## src/design/fe_settings.svh

```systemverilog
// Assumes an RV32 fetch path with the ROM mapped from address zero and the BHT indexed from pc bit 2
`ifndef FE_SETTINGS_SVH
`define FE_SETTINGS_SVH

// Virtual address width in bits
`define FE_VADDR_WIDTH 32

// Instruction width in bits
`define FE_INSTR_WIDTH 32

// Instruction ROM depth in 32-bit words
// Must be a power of two
`define FE_IMEM_WORDS 32

// BHT index bits, taken from pc[2 +: FE_BHT_IDX_WIDTH]
`define FE_BHT_IDX_WIDTH 4

// Major opcode of the conditional branches (BEQ, BNE, BLT, BGE, BLTU, BGEU)
`define FE_BRANCH_OPCODE 7'b1100011

`endif
```

## src/imem.hex

```
// Instruction ROM, one 32-bit word per line starting at address 0
// Word 4 is beq x1,x2,+16 and word 22 is bne x3,x4,-32, the rest are addi
00008093
00108093
00208093
00308093
00208863
00508093
00608093
00708093
00808093
00908093
00a08093
00b08093
00c08093
00d08093
00e08093
00f08093
01008093
01108093
01208093
01308093
01408093
01508093
fe4190e3
01708093
01808093
01908093
01a08093
01b08093
01c08093
01d08093
01e08093
01f08093

```

## src/design/fe_queue_pkg.sv

```systemverilog
// Fetch and exception views share one 70-bit word so any field change must keep both sizes equal
`default_nettype none
`include "fe_settings.svh"

package fe_queue_pkg;

  // Branch metadata sent along with every fetched instruction
  typedef struct packed {
    logic [`FE_BHT_IDX_WIDTH-1:0] bht_idx;
    logic                         pred_taken;
    logic                         is_br;
  } fe_br_meta_s;

  typedef enum logic [1:0] {
    e_instr_misaligned   = 2'd0,
    e_instr_access_fault = 2'd1
  } fe_exc_code_e;

  typedef enum logic {
    e_fe_fetch     = 1'b0,
    e_fe_exception = 1'b1
  } fe_msg_type_e;

  typedef struct packed {
    logic [`FE_VADDR_WIDTH-1:0] pc;
    logic [`FE_INSTR_WIDTH-1:0] instr;
    fe_br_meta_s                meta;
  } fe_fetch_msg_s;

  // Padded up to the width of the fetch view
  typedef struct packed {
    logic [`FE_VADDR_WIDTH-1:0]                                   vaddr;
    fe_exc_code_e                                                 code;
    logic [`FE_INSTR_WIDTH+$bits(fe_br_meta_s)-$bits(fe_exc_code_e)-1:0] pad;
  } fe_exc_msg_s;

  typedef union packed {
    fe_fetch_msg_s fetch;
    fe_exc_msg_s   exception;
  } fe_msg_u;

  typedef struct packed {
    fe_msg_type_e msg_type;
    fe_msg_u      msg;
  } fe_queue_s;

  typedef struct packed {
    logic misaligned;
    logic access;
  } fe_fault_s;

endpackage

`default_nettype wire

```

## src/design/fe_cmd_pkg.sv

```systemverilog
// Needs fe_queue_pkg compiled first and the operand word is only meaningful together with the opcode
`default_nettype none
`include "fe_settings.svh"

package fe_cmd_pkg;

  typedef enum logic [1:0] {
    e_op_pc_redirect = 2'd0,
    e_op_attaboy     = 2'd1
  } fe_opcode_e;

  typedef enum logic {
    e_subop_resume            = 1'b0,
    e_subop_branch_mispredict = 1'b1
  } fe_subop_e;

  typedef enum logic [1:0] {
    e_pred_taken_wrong  = 2'd0,
    e_pred_ntaken_wrong = 2'd1,
    e_not_a_branch      = 2'd2
  } fe_reason_e;

  typedef struct packed {
    fe_subop_e                 subop;
    fe_reason_e                reason;
    fe_queue_pkg::fe_br_meta_s meta;
  } fe_redirect_ops_s;

  // Padded to the size of the redirect operands
  typedef struct packed {
    logic                                         taken;
    fe_queue_pkg::fe_br_meta_s                    meta;
    logic [$bits(fe_subop_e)+$bits(fe_reason_e)-2:0] pad;
  } fe_attaboy_ops_s;

  typedef union packed {
    fe_redirect_ops_s redirect;
    fe_attaboy_ops_s  attaboy;
  } fe_operands_u;

  typedef struct packed {
    fe_opcode_e                 opcode;
    logic [`FE_VADDR_WIDTH-1:0] vaddr;
    fe_operands_u               operands;
  } fe_cmd_s;

  // Restart request from the controller to the pc generator
  typedef struct packed {
    logic                       v;
    logic [`FE_VADDR_WIDTH-1:0] pc;
    fe_queue_pkg::fe_br_meta_s  meta;
  } fe_redirect_s;

  // One counter step, up increments and down decrements
  typedef struct packed {
    logic                         v;
    logic [`FE_BHT_IDX_WIDTH-1:0] idx;
    logic                         up;
  } fe_bht_update_s;

endpackage

`default_nettype wire

```

## src/design/fe_top.sv

```systemverilog
// No commands are taken until the BHT clear ends and fe_queue_v_o is only raised while ready is high
`timescale 1ns/1ps
`default_nettype none
`include "fe_settings.svh"

module fe_top
  (input  logic                      clk_i
   , input  logic                    reset_i
   , input  fe_cmd_pkg::fe_cmd_s     fe_cmd_i
   , input  logic                    fe_cmd_v_i
   , output logic                    fe_cmd_yumi_o
   , output fe_queue_pkg::fe_queue_s fe_queue_o
   , output logic                    fe_queue_v_o
   , input  logic                    fe_queue_ready_i
   );

  import fe_cmd_pkg::*;
  import fe_queue_pkg::*;

  logic                       init_done;
  logic                       ovr;
  fe_redirect_s               redirect;
  fe_bht_update_s             bht_update;
  logic                       next_pc_yumi;
  logic [`FE_VADDR_WIDTH-1:0] next_pc;
  logic [`FE_INSTR_WIDTH-1:0] fetch_instr;
  logic                       fetch_v;
  logic [`FE_VADDR_WIDTH-1:0] fetch_pc;
  fe_br_meta_s                fetch_meta;
  fe_fault_s                  fault;

  fe_pc_gen pc_gen
    (.clk_i(clk_i)
     ,.reset_i(reset_i)
     ,.init_done_o(init_done)
     ,.redirect_i(redirect)
     ,.bht_update_i(bht_update)
     ,.next_pc_yumi_i(next_pc_yumi)
     ,.next_pc_o(next_pc)
     ,.fetch_instr_i(fetch_instr)
     ,.fetch_v_i(fetch_v)
     ,.fetch_pc_o(fetch_pc)
     ,.fetch_meta_o(fetch_meta)
     ,.ovr_o(ovr)
     );

  // Stands in for the icache
  fe_imem imem
    (.clk_i(clk_i)
     ,.addr_i(next_pc)
     ,.read_i(next_pc_yumi)
     ,.instr_o(fetch_instr)
     ,.fault_o(fault)
     );

  fe_controller controller
    (.clk_i(clk_i)
     ,.reset_i(reset_i)
     ,.fe_cmd_i(fe_cmd_i)
     ,.fe_cmd_v_i(fe_cmd_v_i)
     ,.fe_cmd_yumi_o(fe_cmd_yumi_o)
     ,.fe_queue_o(fe_queue_o)
     ,.fe_queue_v_o(fe_queue_v_o)
     ,.fe_queue_ready_i(fe_queue_ready_i)
     ,.init_done_i(init_done)
     ,.ovr_i(ovr)
     ,.fetch_pc_i(fetch_pc)
     ,.fetch_meta_i(fetch_meta)
     ,.fetch_instr_i(fetch_instr)
     ,.fault_i(fault)
     ,.redirect_o(redirect)
     ,.bht_update_o(bht_update)
     ,.next_pc_yumi_o(next_pc_yumi)
     ,.fetch_v_o(fetch_v)
     );

endmodule

`default_nettype wire

```

## src/design/fe_controller.sv

```systemverilog
// Redirect commands win over everything else in the cycle and drop any message in IF2 at that time
`timescale 1ns/1ps
`default_nettype none
`include "fe_settings.svh"

module fe_controller
  (input  logic                         clk_i
   , input  logic                       reset_i
   , input  fe_cmd_pkg::fe_cmd_s        fe_cmd_i
   , input  logic                       fe_cmd_v_i
   , output logic                       fe_cmd_yumi_o
   , output fe_queue_pkg::fe_queue_s    fe_queue_o
   , output logic                       fe_queue_v_o
   , input  logic                       fe_queue_ready_i
   , input  logic                       init_done_i
   , input  logic                       ovr_i
   , input  logic [`FE_VADDR_WIDTH-1:0] fetch_pc_i
   , input  fe_queue_pkg::fe_br_meta_s  fetch_meta_i
   , input  logic [`FE_INSTR_WIDTH-1:0] fetch_instr_i
   , input  fe_queue_pkg::fe_fault_s    fault_i
   , output fe_cmd_pkg::fe_redirect_s   redirect_o
   , output fe_cmd_pkg::fe_bht_update_s bht_update_o
   , output logic                       next_pc_yumi_o
   , output logic                       fetch_v_o
   );

  import fe_cmd_pkg::*;
  import fe_queue_pkg::*;

  typedef enum logic [1:0] {e_wait, e_run, e_stall} state_e;

  state_e                     state_r;
  state_e                     state_n;
  fe_redirect_ops_s           rops;
  fe_attaboy_ops_s            aops;
  logic                       cmd_redirect_v;
  logic                       cmd_attaboy_v;
  logic                       br_miss_v;
  fe_br_meta_s                cmd_meta;
  logic [`FE_VADDR_WIDTH-1:0] resume_pc_r;
  fe_br_meta_s                resume_meta_r;
  logic                       v_if1_r;
  logic                       v_if2_r;
  logic                       exc_v;
  logic                       queue_miss;
  logic                       exc_sent;
  logic                       poison;

  assign fe_cmd_yumi_o = fe_cmd_v_i & init_done_i;

  assign rops           = fe_cmd_i.operands.redirect;
  assign aops           = fe_cmd_i.operands.attaboy;
  assign cmd_redirect_v = fe_cmd_yumi_o & (fe_cmd_i.opcode == e_op_pc_redirect);
  assign cmd_attaboy_v  = fe_cmd_yumi_o & (fe_cmd_i.opcode == e_op_attaboy);
  assign br_miss_v      = cmd_redirect_v & (rops.subop == e_subop_branch_mispredict);

  always_comb
    if (cmd_attaboy_v)
      bht_update_o = '{v: 1'b1, idx: aops.meta.bht_idx, up: aops.taken};
    else
      bht_update_o = '{v: br_miss_v & (rops.reason != e_not_a_branch),
                       idx: rops.meta.bht_idx,
                       up: (rops.reason == e_pred_ntaken_wrong)};

  // A new pc only needs its own table index
  assign cmd_meta = '{bht_idx: fe_cmd_i.vaddr[2 +: `FE_BHT_IDX_WIDTH], pred_taken: 1'b0,
                      is_br: 1'b0};

  assign exc_v        = fault_i.misaligned | fault_i.access;
  assign queue_miss   = v_if2_r & ~fe_queue_ready_i;
  assign fe_queue_v_o = v_if2_r & fe_queue_ready_i & ~cmd_redirect_v;
  assign fetch_v_o    = fe_queue_v_o & ~exc_v;
  assign exc_sent     = fe_queue_v_o & exc_v;
  assign poison       = ovr_i | queue_miss | exc_sent | cmd_redirect_v;

  // Restart point, the dropped IF2 item on back-pressure
  always_ff @(posedge clk_i)
    if (cmd_redirect_v)
      begin
        resume_pc_r   <= fe_cmd_i.vaddr;
        resume_meta_r <= cmd_meta;
      end
    else if (queue_miss)
      begin
        resume_pc_r   <= fetch_pc_i;
        resume_meta_r <= fetch_meta_i;
      end

  always_comb
    if (cmd_redirect_v)
      redirect_o = '{v: 1'b1, pc: fe_cmd_i.vaddr, meta: cmd_meta};
    else
      redirect_o = '{v: (state_r == e_stall) & next_pc_yumi_o, pc: resume_pc_r,
                     meta: resume_meta_r};

  always_comb
    case (state_r)
      e_wait : state_n = cmd_redirect_v ? e_run : e_wait;
      e_run  : state_n = cmd_redirect_v ? e_run
                       : queue_miss     ? e_stall
                       : exc_sent       ? e_wait
                       : e_run;
      e_stall: state_n = (cmd_redirect_v | fe_queue_ready_i) ? e_run : e_stall;
      default: state_n = e_wait;
    endcase

  assign next_pc_yumi_o = (state_n == e_run);

  always_ff @(posedge clk_i)
    if (reset_i)
      begin
        state_r <= e_wait;
        v_if1_r <= 1'b0;
        v_if2_r <= 1'b0;
      end
    else
      begin
        state_r <= state_n;
        v_if1_r <= next_pc_yumi_o;
        v_if2_r <= v_if1_r & ~poison;
      end

  // Misaligned is reported ahead of an access fault
  always_comb
    begin
      fe_queue_o = '0;
      if (exc_v)
        begin
          fe_queue_o.msg_type            = e_fe_exception;
          fe_queue_o.msg.exception.vaddr = fetch_pc_i;
          fe_queue_o.msg.exception.code  = fault_i.misaligned ? e_instr_misaligned
                                                              : e_instr_access_fault;
        end
      else
        begin
          fe_queue_o.msg_type        = e_fe_fetch;
          fe_queue_o.msg.fetch.pc    = fetch_pc_i;
          fe_queue_o.msg.fetch.instr = fetch_instr_i;
          fe_queue_o.msg.fetch.meta  = fetch_meta_i;
        end
    end

endmodule

`default_nettype wire

```

## src/design/fe_imem.sv

```systemverilog
// Power-of-two ROM at address zero loaded from imem.hex in the run directory with data two edges after read
`timescale 1ns/1ps
`default_nettype none
`include "fe_settings.svh"

module fe_imem
  (input  logic                         clk_i
   , input  logic [`FE_VADDR_WIDTH-1:0] addr_i
   , input  logic                       read_i
   , output logic [`FE_INSTR_WIDTH-1:0] instr_o
   , output fe_queue_pkg::fe_fault_s    fault_o
   );

  localparam int idx_width_lp = $clog2(`FE_IMEM_WORDS);

  logic [`FE_INSTR_WIDTH-1:0] mem_r [`FE_IMEM_WORDS];
  logic [`FE_VADDR_WIDTH-1:0] addr_r;

  initial
    $readmemh("/design/src/imem.hex", mem_r);

  // Address held while the item sits in IF1
  always_ff @(posedge clk_i)
    if (read_i)
      addr_r <= addr_i;

  // Word and faults land together in IF2
  always_ff @(posedge clk_i)
    begin
      instr_o            <= mem_r[addr_r[2 +: idx_width_lp]];
      fault_o.misaligned <= (addr_r[1:0] != 2'b00);
      fault_o.access     <= (addr_r[`FE_VADDR_WIDTH-1:2] >= `FE_IMEM_WORDS);
    end

endmodule

`default_nettype wire

```

## src/design/fe_pc_gen.sv

```systemverilog
// BHT is unusable for 2**FE_BHT_IDX_WIDTH cycles after reset and predictions are read live in IF2
`timescale 1ns/1ps
`default_nettype none
`include "fe_settings.svh"

module fe_pc_gen
  (input  logic                         clk_i
   , input  logic                       reset_i
   , output logic                       init_done_o
   , input  fe_cmd_pkg::fe_redirect_s   redirect_i
   , input  fe_cmd_pkg::fe_bht_update_s bht_update_i
   , input  logic                       next_pc_yumi_i
   , output logic [`FE_VADDR_WIDTH-1:0] next_pc_o
   , input  logic [`FE_INSTR_WIDTH-1:0] fetch_instr_i
   , input  logic                       fetch_v_i
   , output logic [`FE_VADDR_WIDTH-1:0] fetch_pc_o
   , output fe_queue_pkg::fe_br_meta_s  fetch_meta_o
   , output logic                       ovr_o
   );

  import fe_queue_pkg::*;

  localparam int bht_els_lp = 1 << `FE_BHT_IDX_WIDTH;
  localparam logic [`FE_VADDR_WIDTH-1:0] instr_bytes_lp = 4;

  logic [`FE_BHT_IDX_WIDTH-1:0] init_cnt_r;
  logic                         init_done_r;
  logic [1:0]                   bht_r [bht_els_lp];
  logic [1:0]                   bht_cnt;
  logic [1:0]                   bht_cnt_n;
  logic [`FE_VADDR_WIDTH-1:0]   pc_if1_r;
  logic [`FE_VADDR_WIDTH-1:0]   pc_if2_r;
  fe_br_meta_s                  meta_if1_n;
  fe_br_meta_s                  meta_if1_r;
  fe_br_meta_s                  meta_if2_r;
  logic                         is_br;
  logic [`FE_VADDR_WIDTH-1:0]   br_imm;

  // Walk every entry once after reset
  always_ff @(posedge clk_i)
    if (reset_i)
      begin
        init_cnt_r  <= '0;
        init_done_r <= 1'b0;
      end
    else if (!init_done_r)
      begin
        init_cnt_r  <= init_cnt_r + 1'b1;
        init_done_r <= &init_cnt_r;
      end

  assign init_done_o = init_done_r;

  // 2-bit saturating counters
  assign bht_cnt = bht_r[bht_update_i.idx];
  always_comb
    if (bht_update_i.up)
      bht_cnt_n = (bht_cnt == 2'b11) ? bht_cnt : bht_cnt + 2'b01;
    else
      bht_cnt_n = (bht_cnt == 2'b00) ? bht_cnt : bht_cnt - 2'b01;

  // Cleared to weakly not taken
  always_ff @(posedge clk_i)
    if (!init_done_r)
      bht_r[init_cnt_r] <= 2'b01;
    else if (bht_update_i.v)
      bht_r[bht_update_i.idx] <= bht_cnt_n;

  // IF2 decode, B-type immediate
  assign is_br  = (fetch_instr_i[6:0] == `FE_BRANCH_OPCODE);
  assign br_imm = {{(`FE_VADDR_WIDTH-12){fetch_instr_i[31]}}, fetch_instr_i[7],
                   fetch_instr_i[30:25], fetch_instr_i[11:8], 1'b0};

  assign fetch_pc_o = pc_if2_r;
  always_comb
    begin
      fetch_meta_o            = meta_if2_r;
      fetch_meta_o.is_br      = is_br;
      fetch_meta_o.pred_taken = is_br & bht_r[meta_if2_r.bht_idx][1];
    end

  // Only an instruction actually handed to the queue may steer fetch
  assign ovr_o = fetch_v_i & fetch_meta_o.pred_taken;

  always_comb
    if (redirect_i.v)
      next_pc_o = redirect_i.pc;
    else if (ovr_o)
      next_pc_o = pc_if2_r + br_imm;
    else
      next_pc_o = pc_if1_r + instr_bytes_lp;

  // Prediction and branch flag are filled in once the word is seen in IF2
  always_comb
    if (redirect_i.v)
      meta_if1_n = redirect_i.meta;
    else
      meta_if1_n = '{bht_idx: next_pc_o[2 +: `FE_BHT_IDX_WIDTH], pred_taken: 1'b0, is_br: 1'b0};

  // IF2 always advances in step with the ROM output register
  always_ff @(posedge clk_i)
    begin
      if (next_pc_yumi_i)
        begin
          pc_if1_r   <= next_pc_o;
          meta_if1_r <= meta_if1_n;
        end
      pc_if2_r   <= pc_if1_r;
      meta_if2_r <= meta_if1_r;
    end

endmodule

`default_nettype wire

```

## config.mk

```make
export PLATFORM = sky130hd
export DESIGN_NAME = fe_top
export DESIGN_NICKNAME = d
export VERILOG_FILES = /design/src/design/fe_queue_pkg.sv /design/src/design/fe_cmd_pkg.sv /design/src/design/fe_top.sv /design/src/design/fe_controller.sv /design/src/design/fe_imem.sv /design/src/design/fe_pc_gen.sv
export VERILOG_INCLUDE_DIRS = /design/src /design/src/design
export SDC_FILE = /design/constraint.sdc
export NUM_CORES = 1
export LEC_CHECK = 0
export BUFFER_PORTS_ARGS = -buffer_cell sky130_fd_sc_hd__buf_2
export CAP_MARGIN = 20
export CORE_MARGIN = 3
export CORE_UTILIZATION = 50
export CTS_CLUSTER_SIZE = 12
export DETAILED_ROUTE_END_ITERATION = 6
export HOLD_SLACK_MARGIN = 0.03
export PLACE_DENSITY = 0.76
export SYNTH_ARGS = -nofsm -noshare
export SYNTH_HDL_FRONTEND = slang
export SYNTH_SLANG_ARGS = --single-unit
```

## constraint.sdc

```tcl
create_clock -name clk_i -period 2.8 [get_ports clk_i]
set_input_delay 0.28 -clock clk_i [delete_from_list [all_inputs] [get_ports clk_i]]
set_output_delay 0.28 -clock clk_i [all_outputs]
set_load 0.005 [all_outputs]
```

==> run_results.csv, run 1 <==
group,metric,value,unit
pwr,p_per_area,641.5,mW/mm2
timing,fmax,458.6,MHz
timing,fin_skew,13.68,ps
setup_path,critPathLaunchType,"register",
global_routing,gr-usage-met2,0.3206,
pwr,power_switching_share,0.2141,
synth,yosysWarnings,0,
run_status,status,"finished clean",
cts,cts_root_buf,"clkbuf_8",
floorplan,die_area,0.01167,mm2
cells_and_area,final_cell_mix,"nand2_1, buf_2, edfxtp_1",
routing,drtIter0Drc,265,
floorplan,initial_core_util,0.5229,
synth,ys_types,48,
routing,drc,0,
place,port_buffers,77,
place,place_ws,652.2,ps
setup_path,worstPathMaxFanout,8,
floorplan,die_y,108.0,um
cells_and_area,fin_area,0.006246,mm2
floorplan,coreArea,0.009955,mm2
timing,finalSetupTns,0,ps
cts,clk_path_buf_depth,2,
pwr,combPwrFrac,0.015,
cts,numCtsBuffers,17,
timing,hold_violations,0,
cells_and_area,area_growth_syn_to_layout,20.00,%
cts,cts_tree,"built",
floorplan,rows,36,
setup_path,arrival,2430,ps
global_routing,busiest_layer,"met2",
cells_and_area,fillers,794,
cells_and_area,fin_cells,727,
timing,tightest_slew,662.4,ps
setup_path,crit_path_end_kind,"register",
place,place_congestion,0.8021,
cts,postCtsResizedCells,0,
cells_and_area,nets,631,
routing,vias,3872,
synth,synthesis.area,0.005205,mm2
timing,drv_slew,0,
routing,vias_per_cell,5.326,
global_routing,overflow,0,
cells_and_area,antennaDiodeCount,0,
floorplan,fp.dieW,108.0,um
routing,ant_nets,0,
cts,cts_sinks,119,
global_routing,grt_max_degree,45,
timing,fin_crit,2180,ps
global_routing,grt_pass1_wl,18420,um
pwr,switchingPower,857.7,uW
cells_and_area,final_common_cell,"nand2_1",
routing,wl_per_cell,15.58,um
synth,synthCells,494,
cts,worstSkewPairLatency,510,ps
global_routing,met1_usage,0.2711,
timing,period_share,0.7787,
synth,synth_sequential_area_ratio,0.5962,
setup_path,crit_required,3050,ps
routing,wirelength,11320,um
pwr,internal_power,3.149,mW
global_routing,grt_usage,0.2038,
floorplan,ios,120,
routing,drt-pass1-iter-count,5,
global_routing,grt.met3_usage,0.05910,
job,maxCapViolCount,0,
global_routing,grt_pass1_vias,3737,
timing,rsz0062_at_grt,"no",
timing,setup_viol,0,
cells_and_area,final_layout_size_suffix_gt1_frac,0.2189,
pwr,seqPwrFrac,0.460,
pwr,p_leak,2.613,nW
timing,relSlewSlack,0.5551,
pwr,ir_drop,0.0003981,V
cts,htreeDepth,4,
pwr,p_clk_frac,0.525,
setup_path,crit_type,"register to register",
synth,synth-seq-cells,119,
synth,syn_area_per_cell,10.54,um2
place,dpl.cell_count,693,
timing,worst_slack,619.6,ps
place,dp_hpwl,7634,um
min_path,min_path_type,"input port to register",
global_routing,antenna_found_initial,0,
cts,clkSlewWorstSetupHoldPaths,60,ps
place,dpl-instance-area,0.005644,mm2
-- power groups by stage --
stage                     Combinational [mW]  Sequential (mW)  Clock, mW
final                                 0.0599             1.84       2.10
after global routing                  0.0679             1.84       2.23
after CTS                             0.0583             1.84       2.12
after detailed placement              0.0558             1.88          0
after global placement                0.0542             1.88          0
after floorplan                       0.0546             1.88          0
-- registers in the layout, indices dropped and copies added, names as in the netlist --
register                  flops
pc_gen.meta_if1_r             4
pc_gen.init_cnt_r             4
controller.state_r            2
pc_gen.init_done_o            1
controller.resume_meta_r      4
controller.v_if1_r            1
pc_gen.fetch_pc_o            32
imem.fault_o                  2
controller.resume_pc_r       32
pc_gen.fetch_meta_o           4
controller.v_if2_r            1
pc_gen.pc_if1_r              32
-- cell families (layout without fill, tap and decap cells) --
group | Yosys count | after routing | synth area share
XOR/XNOR | 28 | 28 | 0.04712
flip-flops | 119 | 119 | 0.5962
adder cells (fa/ha/maj) | 3 | 3 | 0.007212
other | 1 | 33 | 0.0007205
buffers and inverters | 60 | 128 | 0.06875
multiplexers | 2 | 2 | 0.003846
AND/OR/NAND/NOR | 204 | 204 | 0.1885
AO/OA/AOI/OAI | 77 | 77 | 0.08774
-- what timing repair did --
| action | 4_1_cts | 5_1_grt |
|---|---|---|
| hold buffers | 2 | 0 |
| buffers inserted | 0 | 0 |
| hold endpoints to repair | 2 | 0 |
-- per-layer routing --
metal	share of wire	up-vias	routed length, um
met5	0	-	0
li1	-	1846	-
met4	0.017	0	189
met1	0.43	1825	4869
met3	0.077	21	871
met2	0.48	180	5393
-- critical path, stage by stage, from the launching register on --
cell,delay (ps)
edfxtp_1,520
nand4_4,190
nor4_4,670
xor2_1,130
a222oi_1,330
inv_1,80
-- synth_stat cells (all sizes together) --
master  instances  area share
nand2         115       0.083
edfxtp         72        0.42
dfxtp          47        0.18
buf            37       0.052
nor2           29       0.021
a21oi          28       0.028
xor2           25       0.042
o21ai          17       0.016
clkbuf         16       0.012
o22ai          16       0.019
nand3          12       0.012
nand4          12       0.020
and2            8      0.0096
nor4            8       0.015
inv             7      0.0050
a21o            4      0.0058
and3            4      0.0048
and4            4      0.0072
nor3            4      0.0048
ha              3      0.0072
nor2b           3      0.0036
xnor2           3      0.0050
a211oi          2      0.0029
a22o            2      0.0034
a22oi           2      0.0029
mux2i           2      0.0038
nand2b          2      0.0024
a221o           1      0.0019
a222oi          1      0.0019
a31oi           1      0.0012
a32oi           1      0.0017
conb            1     0.00072
nand4b          1      0.0017
nor4b           1      0.0017
o21a            1      0.0014
o31ai           1      0.0014
or2             1      0.0012
-- path summary, 6_finish.rpt --
path / to / start / depth (start not counted) / slack (ps)
hold / removal: controller.resume_pc_r[21] / fe_cmd_i[30] / 3 / 50
setup / recovery: pc_gen.pc_if1_r[17] / pc_gen.pc_if1_r[5] / 5 / 620
hold reg to reg: pc_gen.fetch_meta_o[3] / pc_gen.meta_if1_r[3] / 0 / 340
setup reg to reg: pc_gen.pc_if1_r[17] / pc_gen.pc_if1_r[5] / 5 / 620
-- cell type report --
cell class | instances | area (um2) | area share
Sequential cell | 119 | 3103 | 0.4968
Multi-Input combinational cell | 347 | 1876 | 0.3003
Timing Repair Buffer | 89 | 493.0 | 0.07893
Clock buffer | 17 | 414.1 | 0.06631
Clock inverter | 15 | 167.7 | 0.02684
Tap cell | 133 | 166.4 | 0.02664
Inverter | 7 | 26.28 | 0.004207
-- metrics by stage --
stage | hold WS, ps | utilization | total power, mW
2_1_floorplan | 323.3 | - | 1.935
5_1_grt | 44.18 | 0.6275 | 4.138
4_1_cts | 32.64 | 0.6275 | 4.027
3_5_place_dp | 326.9 | 0.5670 | 1.936
6_report | 47.32 | 0.6275 | 4.007
3_3_place_gp | 325.2 | 0.5670 | 1.935
(Power assumes the default switching activity.)
==> run 2: changes to the inputs <==
- ABC_AREA: unset -> 1
- PLACE_DENSITY: 0.76 -> 0.75
- clock period: 2.8 -> 2.1 ns (I/O delays scaled with it)
==> run_results.csv, run 2 <==
group,metric,value,unit
cts,numCtsBuffers,17,
synth,synth_area_leaders,"edfxtp_1, nand2_1, dfxtp_1",
timing,period_share,0.8718,
synth,synthCells,711,
setup_path,critPathLaunchType,"register",
global_routing,grt_max_degree,38,
synth,synth-seq-cells,119,
timing,rsz0062_at_grt,"no",
cells_and_area,final_cell_mix,"nand2_1, buf_2, edfxtp_1",
cts,clk_path_buf_depth,2,
timing,drv_slew,0,
min_path,hold_depth,2,
global_routing,antenna_found_initial,0,
setup_path,r2r_start,"pc_gen.pc_if1_r[2]",
setup_path,crit_path_end_kind,"register",
timing,setup_viol,0,
setup_path,cp.depth,10,
floorplan,fp.dieW,113.3,um
floorplan,coreArea,0.01103,mm2
pwr,ir_drop,0.0005568,V
floorplan,rows,38,
synth,synthesis.area,0.005762,mm2
place,place_congestion,0.9134,
timing,finalSetupTns,0,ps
cts,cts_setup_buffers,0,
cts,cts_tree,"built",
routing,drtIter0Drc,201,
cells_and_area,fillers,997,
place,dp_hpwl,9424,um
timing,fin_skew,13.85,ps
place,port_buffers,77,
floorplan,initial_core_util,0.5223,
synth,ys.flop_type,"edfxtp_1",
timing,fin_crit,1831,ps
pwr,finalPower,5.434,mW
synth,yosysTopAreaCellShare,0.3752,
min_path,hold-path-endpoint,"pc_gen.init_done_o",
cells_and_area,area_growth_syn_to_layout,17.13,%
cts,clkSlewWorstSetupHoldPaths,50,ps
setup_path,regToRegSetupSlack,270,ps
cells_and_area,final_common_cell,"nand2_1",
routing,vias,4593,
routing,vias_per_cell,4.835,
cells_and_area,final_layout_size_suffix_gt1_frac,0.1704,
cts,cts_sinks,119,
min_path,min_path_type,"input port to register",
timing,fmax,546.2,MHz
setup_path,worstPathMaxFanout,5,
routing,ant_nets,0,
pwr,p_per_area,805.2,mW/mm2
synth,syn_area_per_cell,8.104,um2
cells_and_area,fin_util,0.6118,
global_routing,grt_pass1_wl,21450,um
run_status,status,"finished clean",
routing,drc,0,
timing,hold_violations,0,
setup_path,arrival,1990,ps
global_routing,grt_pass1_vias,4369,
routing,wl_per_cell,13.51,um
setup_path,cp_cell_sequence,"ha_2, nand2_1, nor2_4, nand2_1, inv_1, nand2_1, nand2_1, nand2_1, nand2_1, nand2_1",
setup_path,critical_path.slowest_cell,"edfxtp_1",
cts,htreeDepth,4,
cts,postCtsResizedCells,0,
setup_path,crit_required,2260,ps
synth,yosysMostFrequentCell,"nand2_1",
setup_path,crit_top_cell,"nand2_1",
global_routing,overflow,0,
setup_path,crit_type,"register to register",
synth,synth_edf_count,72,
pwr,p_leak,3.263,nW
floorplan,ios,120,
setup_path,regToRegEndpoint,"pc_gen.pc_if1_r[26]",
cts,cts_root_buf,"clkbuf_16",
cells_and_area,nets,847,
synth,yosys.area.top_type,"edfxtp_1",
global_routing,grt_usage,0.2126,
synth,synthTopCellsByCount,"nand2_1, edfxtp_1, nor2_1",
setup_path,rr_worst_depth,10,
routing,drt-pass1-iter-count,5,
cts,ctsHoldBuffers,0,
routing,wirelength,12830,um
setup_path,crit_family,"simple AND/OR/NAND/NOR gates",
min_path,min_from,"reset_i",
setup_path,crit_path_max_incr_delay,430,ps
cts,worstSkewPairLatency,420,ps
setup_path,critical_path_buf_inv_count,1,
job,maxCapViolCount,0,
floorplan,die_y,113.3,um
synth,yosysWarnings,0,
cells_and_area,antennaDiodeCount,0,
synth,synth_sequential_area_ratio,0.5385,
synth,synthArstFlopShare,0,
synth,ys_types,33,
floorplan,die_area,0.01285,mm2
[run 2: logic make-up after synthesis]
group	after synthesis	share of synthesized area
AND/OR/NAND/NOR	458	0.3210
flip-flops	119	0.5385
buffers and inverters	97	0.09511
AO/OA/AOI/OAI	21	0.01998
XOR/XNOR	12	0.01824
adder cells (fa/ha/maj)	3	0.006515
other	1	0.0006508
[run 2: worst max-delay path by stage]
stage | start | end | slack [ps]
5_1_grt | pc_gen.pc_if1_r[2] | pc_gen.pc_if1_r[26] | 50
3_5_place_dp | pc_gen.pc_if1_r[2] | pc_gen.pc_if1_r[30] | 280
3_3_place_gp | pc_gen.pc_if1_r[2] | pc_gen.pc_if1_r[26] | 320
4_1_cts | pc_gen.pc_if1_r[2] | pc_gen.pc_if1_r[26] | 250
2_1_floorplan | imem.fault_o[0] | pc_gen.meta_if1_r[2] | 20
6_report | pc_gen.pc_if1_r[2] | pc_gen.pc_if1_r[26] | 270
[run 2: final cells by class]
type	count	area [um2]	share of cell area
Tap cell	140	175.2	0.02595
Clock buffer	22	464.2	0.06878
Clock inverter	10	127.6	0.01891
Sequential cell	119	3103	0.4598
Multi-Input combinational cell	527	2233	0.3309
Inverter	44	165.2	0.02447
Timing Repair Buffer	88	480.5	0.07119
[run 2: power by group]
group | switching [mW] | total [mW] | internal (mW)
logic | 0.0339 | 0.0625 | 0.0286
clock network | 0.999 | 2.91 | 1.91
registers | 0.00466 | 2.46 | 2.46
total | 1.04 | 5.43 | 4.40
[run 2: layer usage]
metal,global-route usage,wire length [um],vias to the layer above
met5,0,0,-
met4,0.07532,233,0
met3,0.05241,777,21
met2,0.3325,5798,149
met1,0.2894,6024,2065
li1,-,-,2358
[run 2: metrics by stage]
stage | instances | setup WS [ps] | hold WS, ps | area, um2
after floorplan | 743 | 15.65 | 323.3 | 5882
after global routing | 950 | 50.71 | 56.25 | 6749
after detailed placement | 918 | 275.7 | 333.2 | 6155
after global placement | 918 | 318.2 | 330.2 | 6155
final | 950 | 269.3 | 58.89 | 6749
after CTS | 950 | 246.5 | 44.48 | 6746
